$ cat src/ucode_pkg.sv
// Microcode control unit package with widths, opcode and micro-op types and the program length rule

package ucode_pkg;

   //////////////////////////////
   // Widths
   //////////////////////////////

   // Width of the micro-program counter
   localparam int UPC_W = 4;

   // Width of an instruction opcode
   localparam int OPC_W = 4;

   // Width of the datapath control field carried by each micro-op
   localparam int CTRL_W = 8;

   // Opcode bits that select the program length
   // Every opcode runs one to four micro-steps, so two bits are enough
   localparam int LEN_BITS = 2;

   //////////////////////////////
   // Types
   //////////////////////////////

   // A bare instruction opcode as it arrives from the instruction source
   typedef logic [OPC_W-1:0] opcode_t;

   // One micro-op word as handed to the datapath
   // The word names its own opcode and step so that a consumer can tell
   // which instruction and which micro-step it belongs to
   typedef struct packed {
      logic                last;
      opcode_t             op;
      logic [UPC_W-1:0]    step;
      logic [CTRL_W-1:0]   ctrl;
   } uop_t;

   //////////////////////////////
   // Microprogram length rule
   //////////////////////////////

   // Final micro-step of an opcode's program
   // Opcode k runs (k mod 4) + 1 steps, numbered from zero, so the last
   // step is simply the low two opcode bits
   function automatic logic [UPC_W-1:0] last_step(input opcode_t op);
      logic [UPC_W-1:0] result;
      result = '0;
      result[LEN_BITS-1:0] = op[LEN_BITS-1:0];
      return result;
   endfunction

endpackage

$ cat src/hold_stage.sv
// One-entry holding register with valid/ready handshake on its input and output sides

`timescale 1ns/1ns

module hold_stage #(
   parameter type payload_t = logic
) (
   input  logic     clk4,
   input  logic     arst_n,
   input  logic     in_valid,
   output logic     in_ready,
   input  payload_t in_data,
   output logic     out_valid,
   input  logic     out_ready,
   output payload_t out_data
);

   // Occupancy flag of the single entry
   logic     full;

   // Stored payload
   payload_t data_q;

   //////////////////////////////
   // Input side
   //////////////////////////////

   // The entry can take new data when it is empty or when its present
   // content leaves in this same cycle
   // Under a steady out_ready this passes one item per clock
   assign in_ready = !full || out_ready;

   // The flag follows the input valid whenever the stage is able to move
   // An empty input with the old item taken leaves the entry empty
   always_ff @(posedge clk4 or negedge arst_n) begin
      if (!arst_n) begin
         full <= 1'b0;
      end else if (in_ready) begin
         full <= in_valid;
      end
   end

   // Payload is only written on a real input transfer
   // A stalled entry keeps its word stable until it is taken
   always_ff @(posedge clk4) begin
      if (in_valid && in_ready) begin
         data_q <= in_data;
      end
   end

   //////////////////////////////
   // Output side
   //////////////////////////////

   assign out_valid = full;
   assign out_data  = data_q;

endmodule

$ cat src/ucode_rom.sv
// Combinational microcode store returning the micro-op word for an opcode and micro-step

`timescale 1ns/1ns

module ucode_rom (
   input  ucode_pkg::opcode_t          op,
   input  logic [ucode_pkg::UPC_W-1:0] upc,
   output ucode_pkg::uop_t             word
);

   // Control pattern of the opcode before any rotation
   // Upper nibble is the opcode and the lower nibble its inverse
   logic [ucode_pkg::CTRL_W-1:0] pattern;

   // Pattern rotated left by the current micro-step
   logic [ucode_pkg::CTRL_W-1:0] rotated;

   // Final micro-step of this opcode's program
   logic [ucode_pkg::UPC_W-1:0]  final_step;

   // Address lies inside the opcode's program
   logic                         in_range;

   assign pattern    = {op, ~op};
   assign final_step = ucode_pkg::last_step(op);
   assign in_range   = (upc <= final_step);

   //////////////////////////////
   // Step table
   //////////////////////////////

   // Each micro-step rotates the control pattern one more place to the left
   // No program is longer than four steps, so only four rows hold data
   always_comb begin
      case (upc)
         4'd0: begin
            rotated = pattern;
         end
         4'd1: begin
            rotated = {pattern[6:0], pattern[7]};
         end
         4'd2: begin
            rotated = {pattern[5:0], pattern[7:6]};
         end
         4'd3: begin
            rotated = {pattern[4:0], pattern[7:5]};
         end
         default: begin
            // Steps four and above are never part of a program
            rotated = '0;
         end
      endcase
   end

   //////////////////////////////
   // Word assembly
   //////////////////////////////

   // The word always carries its own opcode and step
   always_comb begin
      word.op   = op;
      word.step = upc;
      if (in_range) begin
         // The end marker sits on the final step of the program only
         word.last = (upc == final_step);
         word.ctrl = rotated;
      end else begin
         // Past the end of the program the store returns an empty word
         // that ends the instruction at once
         word.last = 1'b1;
         word.ctrl = '0;
      end
   end

endmodule

$ cat src/ucode_sequencer.sv
// Microcode sequencer that issues micro-ops, steers the micro-program counter and retires instructions

`timescale 1ns/1ns

module ucode_sequencer (
   input  logic            instr_valid,
   output logic            instr_ready,
   input  ucode_pkg::uop_t rom_word,
   input  logic            halt,
   input  logic            end_ext,
   output logic            count,
   output logic            clear,
   output logic            issue_valid,
   input  logic            issue_ready,
   output ucode_pkg::uop_t issue_word
);

   // A micro-op leaves for the output stage in this cycle
   logic fire;

   // The micro-op on offer ends its instruction
   // Either the store marks it as the final step or the end request is up
   logic end_now;

   //////////////////////////////
   // Issue
   //////////////////////////////

   // A micro-op is on offer whenever an instruction is held and the
   // processor is not halted
   // Halt freezes the whole sequence and offers nothing
   assign issue_valid = instr_valid && !halt;

   // The output stage decides whether the offer is taken
   // A low issue_ready is a wait state pushed back from the datapath
   assign fire = issue_valid && issue_ready;

   // The external end request is merged into the end marker
   // It only has an effect through fire, so it is ignored in cycles that
   // issue nothing
   assign end_now = rom_word.last || end_ext;

   // The word from the store passes through with the merged end marker
   // so that the datapath sees where the instruction stops
   always_comb begin
      issue_word      = rom_word;
      issue_word.last = end_now;
   end

   //////////////////////////////
   // Counter control
   //////////////////////////////

   // Both requests are qualified by fire
   // A halted or waiting cycle therefore asks for nothing and the counter
   // holds, which also keeps an end seen during a wait from clearing it
   assign count = fire && !end_now;
   assign clear = fire && end_now;

   //////////////////////////////
   // Retire
   //////////////////////////////

   // The instruction is done once its final micro-op has left
   // Popping the instruction stage in that same cycle lets the next
   // opcode move in without a bubble
   assign instr_ready = fire && end_now;

endmodule

$ cat src/ucode_top.sv
// Microcode control unit top level joining the instruction stage, sequencer, counter, store and output stage

`timescale 1ns/1ns

module ucode_top (
   input  logic               clk4,
   input  logic               arst_n,
   input  logic               instr_valid,
   output logic               instr_ready,
   input  ucode_pkg::opcode_t instr_op,
   input  logic               halt,
   input  logic               end_ext,
   output logic               uop_valid,
   input  logic               uop_ready,
   output ucode_pkg::uop_t    uop_word
);

   // Opcode held for sequencing and its handshake to the sequencer
   ucode_pkg::opcode_t          held_op;
   logic                        held_valid;
   logic                        retire;

   // Counter control and value
   logic                        upc_count;
   logic                        upc_clear;
   logic [ucode_pkg::UPC_W-1:0] upc;

   // Word read from the store
   ucode_pkg::uop_t             rom_word;

   // Micro-op handed to the output stage
   logic                        issue_valid;
   logic                        issue_ready;
   ucode_pkg::uop_t             issue_word;

   //////////////////////////////
   // Instruction stage
   //////////////////////////////

   // Holds the opcode for the whole of its microprogram
   // It is popped by the sequencer when the final micro-op leaves
   hold_stage #(
      .payload_t (ucode_pkg::opcode_t)
   ) instr_stage (
      .clk4      (clk4),
      .arst_n    (arst_n),
      .in_valid  (instr_valid),
      .in_ready  (instr_ready),
      .in_data   (instr_op),
      .out_valid (held_valid),
      .out_ready (retire),
      .out_data  (held_op)
   );

   //////////////////////////////
   // Sequencing
   //////////////////////////////

   ucode_sequencer sequencer (
      .instr_valid (held_valid),
      .instr_ready (retire),
      .rom_word    (rom_word),
      .halt        (halt),
      .end_ext     (end_ext),
      .count       (upc_count),
      .clear       (upc_clear),
      .issue_valid (issue_valid),
      .issue_ready (issue_ready),
      .issue_word  (issue_word)
   );

   upc_counter upc_ctr (
      .clk4   (clk4),
      .arst_n (arst_n),
      .count  (upc_count),
      .clear  (upc_clear),
      .upc    (upc)
   );

   // The store is addressed by the held opcode and the current micro-step
   ucode_rom rom (
      .op   (held_op),
      .upc  (upc),
      .word (rom_word)
   );

   //////////////////////////////
   // Output stage
   //////////////////////////////

   // The first micro-op of an opcode captured at one edge is written here
   // at the next edge, and the datapath can take it at the edge after that
   hold_stage #(
      .payload_t (ucode_pkg::uop_t)
   ) uop_stage (
      .clk4      (clk4),
      .arst_n    (arst_n),
      .in_valid  (issue_valid),
      .in_ready  (issue_ready),
      .in_data   (issue_word),
      .out_valid (uop_valid),
      .out_ready (uop_ready),
      .out_data  (uop_word)
   );

endmodule

$ cat src/upc_counter.sv
// Micro-program counter that steps through one instruction's micro-ops and clears on end

`timescale 1ns/1ns

module upc_counter (
   input  logic                       clk4,
   input  logic                       arst_n,
   input  logic                       count,
   input  logic                       clear,
   output logic [ucode_pkg::UPC_W-1:0] upc
);

   // The counter works like a loadable binary counter whose load value is
   // tied to zero
   // Loading (here the clear) beats counting when both are requested
   //
   // Halt and wait gating is not tested here
   // The sequencer only raises count or clear in a cycle in which a micro-op
   // really leaves, so a stalled or halted cycle arrives with both low and
   // the count simply holds
   //
   // An end seen during a wait state therefore never clears the count
   // early, and the step that was stalled is issued again once the datapath
   // takes it

   //////////////////////////////
   // Counter register
   //////////////////////////////

   always_ff @(posedge clk4 or negedge arst_n) begin
      if (!arst_n) begin
         // Every instruction starts at micro-step zero
         upc <= '0;
      end else if (clear) begin
         // Final micro-op issued, next instruction begins at step zero
         upc <= '0;
      end else if (count) begin
         upc <= upc + 1'b1;
      end
   end

   // With no request the count keeps its value
   // This is the frozen state seen while halted or waiting

endmodule

$ cat config.mk
export PLATFORM = sky130hd
export DESIGN_NAME = ucode_top
export DESIGN_NICKNAME = d
export VERILOG_FILES = /design/src/ucode_pkg.sv /design/src/hold_stage.sv /design/src/ucode_rom.sv /design/src/ucode_sequencer.sv /design/src/ucode_top.sv /design/src/upc_counter.sv
export SDC_FILE = /design/constraint.sdc
export NUM_CORES = 1
export LEC_CHECK = 0
export ABC_AREA = 1
export BUFFER_PORTS_ARGS = -buffer_cell sky130_fd_sc_hd__clkbuf_2
export CELL_PAD_IN_SITES_DETAIL_PLACEMENT = 1
export CELL_PAD_IN_SITES_GLOBAL_PLACEMENT = 2
export CORE_AREA = 2 2 57 72
export CTS_BUF_LIST = sky130_fd_sc_hd__clkbuf_8
export DETAILED_ROUTE_END_ITERATION = 10
export DIE_AREA = 0 0 59 74
export PLACE_DENSITY = 0.91
export RECOVER_POWER = 25
export SYNTH_ARGS = -nofsm -noshare
export SYNTH_HDL_FRONTEND = slang
export SYNTH_SLANG_ARGS = --single-unit
$ cat constraint.sdc
create_clock -name clk4 -period 4.61 [get_ports clk4]
set_input_delay 1.383 -clock clk4 [delete_from_list [all_inputs] [get_ports clk4]]
set_output_delay 1.383 -clock clk4 [all_outputs]
set_load 0.05 [all_outputs]
# Word level (Yosys, flattened, before mapping)
# Index checks and enable logic that the tools add are counted.
word_totals:
  register_bits: 27
  elab_cells: 33
  in_bits: 10
  output_inout_bits: 19
classes:
  magnitude_cmp: 1
  n_mux: 4
  n_reduce_logical: 14
  bitwise_logic: 1
  n_eq_ne: 4
  addsub: 1
op_table:
  columns: ["operator", "count"]
  rows:
  - ["$pmux W8 S4", 1]
  - ["$eq A4 B2 Y1 const B", 2]
  - ["$mux W4", 2]
  - ["$logic_and A1 B1 Y1", 5]
  - ["$add A4 B1 Y4 const B", 1]
  - ["$eq A4 B1 Y1 const B", 1]
  - ["$eq A4 B2 Y1", 1]
  - ["$le A4 B2 Y1", 1]
  - ["$logic_not A1 Y1", 4]
  - ["$logic_not A4 Y1", 1]
  - ["$not A4 Y4", 1]
  - ["$logic_or A1 B1 Y1", 3]
  - ["$reduce_bool A2 Y1", 1]
  - ["$mux W1", 1]

# Logic depth before layout (Yosys ltp)
# Gate-level depths: netlist of run 1.
logic_depth:
  ltp_word: 7
  mapped_depth: 9
  ltp_nobuf: 9

# Modules after synthesis
# From an unflattened synthesis of run 1, not the netlist that was laid out.
unflattened:
  hier_cells: 181
  hier_area_um2: 1589.0
modules_own_cells:
  columns: ["mod", "area_each_um2", "n_inst", "seq_area_each_um2", "cells_each"]
  rows:
  - ["hold_stage at uop_stage", 555.5, 1, 535.5, 23]
  - ["ucode_rom", 480.5, 1, 0.0, 96]
  - ["upc_counter", 201.4, 1, 100.1, 24]
  - ["ucode_sequencer", 186.4, 1, 0.0, 28]
  - ["hold_stage at instr_stage", 165.2, 1, 145.1, 10]

# Worst setup path after synthesis of run 1
# OpenSTA, ideal clock, no wires.
synth_timing:
  path_kind: "input port to output port"
  startpoint: "in halt"
  endpoint: "out instr_ready"
  path_slack_ns: 0.781
  t_required_ns: 3.227
  stages: 5
  path_buffers: 0
  arrival_time_ns: 2.446
  cell_sequence: "inv_1 > nand2_1 > a21oi_4 > o21ai_2 > nand2_1"
synth_between:
  elab_chain_cells: 5
synth_lines:
  columns: ["item", "line", "source"]
  rows:
  - ["start, declared", "ucode_top.sv:11", "input logic halt,"]
  - ["$logic_not A1 Y1", "ucode_sequencer.sv:32", "assign issue_valid = instr_valid && !halt;"]
  - ["$logic_and A1 B1 Y1", "ucode_sequencer.sv:32", null]
  - ["$logic_and A1 B1 Y1", "ucode_sequencer.sv:36", "assign fire = issue_valid && issue_ready;"]
  - ["named net sequencer.fire", "ucode_sequencer.sv:19", "logic fire;"]
  - ["$logic_and A1 B1 Y1", "ucode_sequencer.sv:67", "assign instr_ready = fire && end_now;"]
  - ["$logic_or A1 B1 Y1", "hold_stage.sv:31", "assign in_ready = !full || out_ready;"]
  - ["end, declared", "ucode_top.sv:9", "output logic instr_ready,"]
# The timed path passes the listed nets, and every way through them passes these cells.

# Final worst setup path of run 1
# Ends and elaborated chain as after synthesis.

==> flow_summary.ini, run 1 <==
[run_status]
status = complete, no violations

[timing]
clock.fmax_mhz = 279
whs_ns = 0.533
finalClockSkew_ns = 0.00323
hold_viol = 0
setup_viol = 0
worstMarginPinSlew_ns = 0.393
final_max_slew_viol_count = 0
min_period_over_period_pct = 77.8
rsz0062_at_grt = no
period_needed_ns = 3.59
fin_tns_setup_ns = 0
slew-limit-headroom_pct = 73.8

[clock_tree]
clock_path_buffers = 2
cts_tree = yes
cts_htree_levels = 1
cts_setup_buffers = 0
cts.sinks = 27
cts_hold_buf = 0
clk_pin_slew_ns = 0.09
worstSkewPairLatency_ns = 0.27
post_cts_resize_count = 0
cts-root-buf = clkbuf_8
numCtsBuffers = 3

[floorplanning]
initial_utilization_pct = 35.9
core.rowCount = 25
dieWidth_um = 59
design.core.area_um2 = 3690
dieArea_um2 = 4370
io_pins = 29
die_y_um = 74

[detailed_routing]
drtIter0Drc = 11
drc = 0
vias = 959
ant_nets = 0
wl_per_cell_um = 13.3
via_per_inst = 4.75
drt-total-wl_mm = 2.68
drtPass1Iterations = 3

[power]
p_leak_nw = 0.723
total_power_w = 0.000828
ir_drop_v = 0.000168
power.density_nw_per_um2 = 529

[synthesis]
synth_mux_area_share_pct = 0
syn_nets = 145
yosysTopAreaCell = edfxtp_1
yosysMostFrequentCell = nand2_1
ys_seq_area_share_pct = 59.0
synth_common_cells = nand2_1, edfxtp_1, inv_1, nor2_1, o21ai_1
synth-adder-area-share_pct = 5.67
yosys_warnings = 0
yosys_register_bits = 27
synth_top_family_by_area = simple AND/OR/NAND/NOR gates
ys_types = 17
synthXorXnorAreaFrac_pct = 0.662
synthArstFlopShare_pct = 22.2
synth_ff_type = edfxtp_1
synth_compound_area_share_pct = 9.45
synth_simple_gate_area_share_pct = 19.8
syn_area_um2 = 1320
syn_area_per_cell_um2 = 10.3
yosysTopAreaCellShare_pct = 47.6
synth_area_leaders = edfxtp_1, dfrtp_1, nand2_1
postSynthCellCount = 129
synth-edff-count = 21

[place]
gp_congestion = 0.874
port_buffers = 28
dp_hpwl_mm = 2.12

[run]
drv_cap = 0

[layout]
area_growth_pct = 18.2
finalNetCount = 179
drive_gt1_share_pct = 27.8
diodes = 0

[worst_hold_path]
hold_start = upc_ctr.upc[0]$_DFFE_PN0P_
hp-class = reg -> reg

[critical_path]
crit_start = halt
path_max_fanout = 2
cp-start-kind = input pin
path_class = in -> out
worst_setup_path_end_kind = primary output
critPathRequiredTime_ns = 3.23
cp_data_arrival_time_ns = 2.20
r2r_start = instr_stage.out_data[1]$_DFFE_PP_

[grt]
antenna_found_initial = 0
grt_use_total_pct = 14.0
grt_overflow = 0
grt_max_degree = 25
grt_pass1_wl_mm = 4.61
first_global_vias = 1045
worst max-delay path, cell delays in order:
cell and delay, ns:
clkbuf_2 0.08, inv_1 0.04, nand2_1 0.09, a21oi_4 0.15, o21ai_2 0.08, nand2_1 0.10
clkbuf_2 0.28
flip-flops by register name, indices dropped and copies added, names as in the netlist:
register               cells
uop_stage.out_data        17
instr_stage.out_data       4
instr_stage.out_valid      1
upc_ctr.upc                4
uop_stage.out_valid        1
cells by family after synthesis:
| family | count (synthesis) |
|---|---|
| and+or+nand+nor | 54 |
| xor gates and xnor gates | 1 |
| DFF | 27 |
| adders and majority gates | 6 |
| AOI/OAI and AO/OA | 22 |
| buffers and inverters | 19 |
cells in the final DEF, fill, tap and decap left out, types with 2 or more instances in the layout:
| cell | netlist | final |
|---|---|---|
| o21ai_0 | 8 | 8 |
| inv_2 | 2 | 2 |
| ha_1 | 6 | 6 |
| o21ai_1 | 11 | 11 |
| clkbuf_2 | 0 | 27 |
| nand3_1 | 3 | 3 |
| clkbuf_8 | 0 | 3 |
| nor2_4 | 4 | 4 |
| nor2_1 | 17 | 17 |
| nand2_2 | 5 | 5 |
| inv_1 | 17 | 18 |
| edfxtp_1 | 21 | 21 |
| nand2_1 | 24 | 24 |
| dfrtp_1 | 6 | 6 |
through the flow:
stage               instance area [um^2]  util [%]  worst slack (ns)  cells
floorplan                           1320         -             0.781    129
global placement                    1520      41.2              1.10    198
detailed placement                  1520      41.2              1.01    198
CTS                                 1570      42.4              1.01    202
global route                        1570      42.4             0.974    202
finish                              1570      42.4              1.02    202
report_power, final:
group	internal, W	switching (W)	total, W
Clock	0.0000598	0.0000747	0.000134
Combinational	0.0000898	0.000260	0.000349
Sequential	0.000322	0.0000221	0.000344
final cells by class:
class                           instances  area (um^2)
Fill cell                             432         2130
Timing Repair Buffer                   29          146
Multi-Input combinational cell         83          472
Sequential cell                        27          781
Clock inverter                          1         3.75
Clock buffer                            3         41.3
Tap cell                               40         50.0
Inverter                               19         71.3
final timing paths:
check,endpoint,slack [ns],cells past startpoint
max,instr_ready,1.02,7
min,uop_stage.out_data[8]$_DFFE_PP_,0.53,0
max reg2reg,instr_stage.out_data[3]$_DFFE_PP_,2.69,8
min reg2reg,uop_stage.out_data[8]$_DFFE_PP_,0.53,0
max in group asynchronous,instr_stage.out_valid$_DFFE_PN0P_,3.35,1
min in group asynchronous,uop_stage.out_valid$_DFFE_PN0N_,0.99,1
metal layers:
| metal | track usage [%] | up-vias | share of wire, % |
|---|---|---|---|
| met1 | 16.4 | 446 | 42 |
| met4 | 4.55 | 0 | 1.3 |
| met2 | 25.2 | 24 | 53 |
| met3 | 3.13 | 4 | 3.5 |
| met5 | 0 | - | 0 |
| li1 | - | 485 | - |
(Power assumes the default switching activity.)
==> run 2, diff against run 1 <==
--- a/config.mk
+++ b/config.mk
@@ -5,15 +5,15 @@
 export SDC_FILE = /design/constraint.sdc
 export NUM_CORES = 1
 export LEC_CHECK = 0
-export ABC_AREA = 1
+export ABC_AREA = 0
 export BUFFER_PORTS_ARGS = -buffer_cell sky130_fd_sc_hd__clkbuf_2
 export CELL_PAD_IN_SITES_DETAIL_PLACEMENT = 1
 export CELL_PAD_IN_SITES_GLOBAL_PLACEMENT = 2
-export CORE_AREA = 2 2 57 72
+export CORE_AREA = 2 2 56 71
 export CTS_BUF_LIST = sky130_fd_sc_hd__clkbuf_8
 export DETAILED_ROUTE_END_ITERATION = 10
-export DIE_AREA = 0 0 59 74
-export PLACE_DENSITY = 0.91
+export DIE_AREA = 0 0 58 73
+export PLACE_DENSITY = 0.86
 export RECOVER_POWER = 25
 export SYNTH_ARGS = -nofsm -noshare
 export SYNTH_HDL_FRONTEND = slang
==> constraint.sdc (replaced) <==
create_clock -name clk4 -period 3.4 [get_ports clk4]
set_input_delay 1.02 -clock clk4 [delete_from_list [all_inputs] [get_ports clk4]]
set_output_delay 1.02 -clock clk4 [all_outputs]
set_load 0.05 [all_outputs]
==> run 2 against run 1 <==
  * Via count shrank 9.0%
  * First-iteration DRC count is 140% higher
  * Synthesized cell count decreased by 26%
  * Sequential power up 40%
  * Worst setup slack lost 0.75 ns
  * Power up 40%
  * Final cell count shrank 20%
  * Sequential cell count stayed put
  * Critical path depth decreased by 1
  * Synthesized area shrank 3.9%
  * Clock-buffer cell count stayed put
  * Critical endpoint unchanged
  * Largest power group unchanged
  * Highest routed layer unchanged
==> flow_summary.ini, run 2 <==
[critical_path]
r2r_cells = 5
crit_slowest_cell = a2111oi_4
critical_path.max_stage_delay_ns = 0.44
r2r_end = uop_stage.out_data[6]$_SDFFCE_PN0P_
cp_num_buf_inv = 2
crit_family = compound AO/OA/AOI/OAI gates
path_max_fanout = 5
worst_setup_path_end_kind = primary output
crit_start = upc_ctr.upc[0]$_DFFE_PN0P_
cp_data_arrival_time_ns = 2.10
path_class = reg -> out
r2r_start = instr_stage.out_data[1]$_DFFE_PP_
cp-start-kind = flip-flop
cp_cell_sequence = inv_1 > ha_1 > nand2b_1 > a2111oi_4 > o21ai_1 > clkbuf_2
ff2ff_setup_slack_ns = 1.36
critPathRequiredTime_ns = 2.38

[place]
dp_hpwl_mm = 1.90
dp_cells = 158
place_ws_ns = 0.367
gp_congestion = 0.784
port_buffers = 28

[clock_tree]
cts_htree_levels = 1
cts-root-buf = clkbuf_8
cts_tree = yes
numCtsBuffers = 3
cts_setup_buffers = 0
clock_path_buffers = 2
clk_pin_slew_ns = 0.09
worstSkewPairLatency_ns = 0.27
post_cts_resize_count = 0
cts.sinks = 27
cts_hold_buf = 0

[synthesis]
yosysTopAreaCellShare_pct = 49.6
syn_area_um2 = 1270
synth_top_family_by_area = compound AO/OA/AOI/OAI gates
synth_compound_area_share_pct = 20.0
synth_mux_area_share_pct = 0
synth_simple_gate_area_share_pct = 7.18
yosysTopAreaCell = edfxtp_1
postSynthCellCount = 96
synth_area_leaders = edfxtp_1, dfrtp_1, ha_1
synthArstFlopShare_pct = 22.2
synthXorXnorAreaFrac_pct = 0
syn_area_per_cell_um2 = 13.3
synth-adder-area-share_pct = 5.90
synth_ff_type = edfxtp_1
synth_common_cells = edfxtp_1, inv_1
yosysMostFrequentCell = edfxtp_1
ys_types = 27
syn_nets = 112
yosys_warnings = 0
synth-edff-count = 21
ys_seq_area_share_pct = 61.4
yosys_register_bits = 27

[layout]
drive_gt1_share_pct = 28.7
area_growth_pct = 16.3
diodes = 0
fin_cells = 162
mostFrequentLayoutCells = clkbuf_2, edfxtp_1, inv_1
largest_reg_flops = 17
final_common_cell = clkbuf_2
finalNetCount = 139

[floorplanning]
dieArea_um2 = 4230
die_y_um = 73
design.core.area_um2 = 3630
initial_utilization_pct = 35.1
io_pins = 29
dieWidth_um = 58
core.rowCount = 25

[timing]
period_needed_ns = 3.12
setup_slack_ns = 0.276
min_period_over_period_pct = 91.9
worstMarginPinSlew_ns = 0.642
slew-limit-headroom_pct = 57.1
clock.fmax_mhz = 320
hold_viol = 0
whs_ns = 0.477
fin_tns_setup_ns = 0
setup_viol = 0
final_max_slew_viol_count = 0
finalClockSkew_ns = 0.00232
rsz0062_at_grt = no

[detailed_routing]
ant_nets = 0
wl_per_cell_um = 14.6
via_per_inst = 5.39
drtPass1Iterations = 4
vias = 873
drtIter0Drc = 26
drt-total-wl_mm = 2.37
drc = 0

[worst_hold_path]
hold_start = upc_ctr.upc[3]$_DFFE_PN0P_
hp-class = reg -> reg
whs_endpoint = uop_stage.out_data[11]$_DFFE_PP_
hold_depth = 0

[run]
drv_cap = 0

[grt]
grt_use_total_pct = 12.3
grt_pass1_wl_mm = 4.04
antenna_found_initial = 0
grt_max_degree = 18
first_global_vias = 900
grt_overflow = 0

[power]
ir_drop_v = 0.000355
total_power_w = 0.00116
p_leak_nw = 0.611
power.density_nw_per_um2 = 784

[run_status]
status = complete, no violations
==> run 2: cell count changes after synthesis, moves of 6 or more <==
cell	previous run	this run
inv_1	17	9
nor2_1	17	1
o21ai_0	8	2
a22oi_1	0	6
clkbuf_1	0	6
o21ai_1	11	0
nand2_1	24	1
==> run 2: worst max-delay path by stage <==
stage | to | slack [ns] | depth (start not counted)
3_5_place_dp | instr_ready | 0.37 | 5
5_1_grt | instr_ready | 0.12 | 6
4_1_cts | instr_ready | 0.23 | 6
3_3_place_gp | instr_ready | 0.44 | 5
2_1_floorplan | instr_ready | 0.15 | 4
6_report | instr_ready | 0.28 | 6
==> run 2: final cells by class <==
cell class / instances / area, um^2
clock buffer: 3 / 41.3
multi-input combinational: 52 / 420
timing repair buffer: 29 / 146
tap: 40 / 50.0
inverter: 10 / 37.5
clock inverter: 1 / 3.75
sequential: 27 / 781
fill: 393 / 2150
==> run 2: stage by stage <==
stage,cell area (um^2),utilization [%]
3_5_place_dp,1440,39.6
5_1_grt,1480,40.8
2_1_floorplan,1270,-
3_3_place_gp,1440,39.6
4_1_cts,1480,40.8
6_report,1480,40.8
==> run 2: kinds of logic (layout without fill, tap and decap cells) <==
kind of cell               Yosys count  after routing
AOI/OAI and AO/OA                   29             29
adders and majority gates            6              6
buffers and inverters               17             43
DFF                                 27             27
and+or+nand+nor                     17             17
==> run 2: power breakdown <==
part           leakage, nW  switching, W  internal [W]
clock               0.0269     0.0000941     0.0000809
sequential           0.276     0.0000346      0.000447
combinational        0.308      0.000346      0.000158
==> run 2: worst register-to-register path: cells and delay by family, from the launching register on <==
kind / cells / cell delay [ns]
simple gates: 2 / 0.28
fa+ha+maj: 1 / 0.38
buf+inv: 1 / 0.14
compound gates: 1 / 0.53
flops: 1 / 0.44
==> run 2: metal layers <==
layer / part of all wire [%] / GRT usage (%) / vias up
li1: - / - / 417
met1: 38 / 14.1 / 430
met2: 56 / 21.7 / 22
met3: 4.1 / 2.30 / 4
met4: 1.1 / 5.68 / 0
met5: 0 / 0 / -
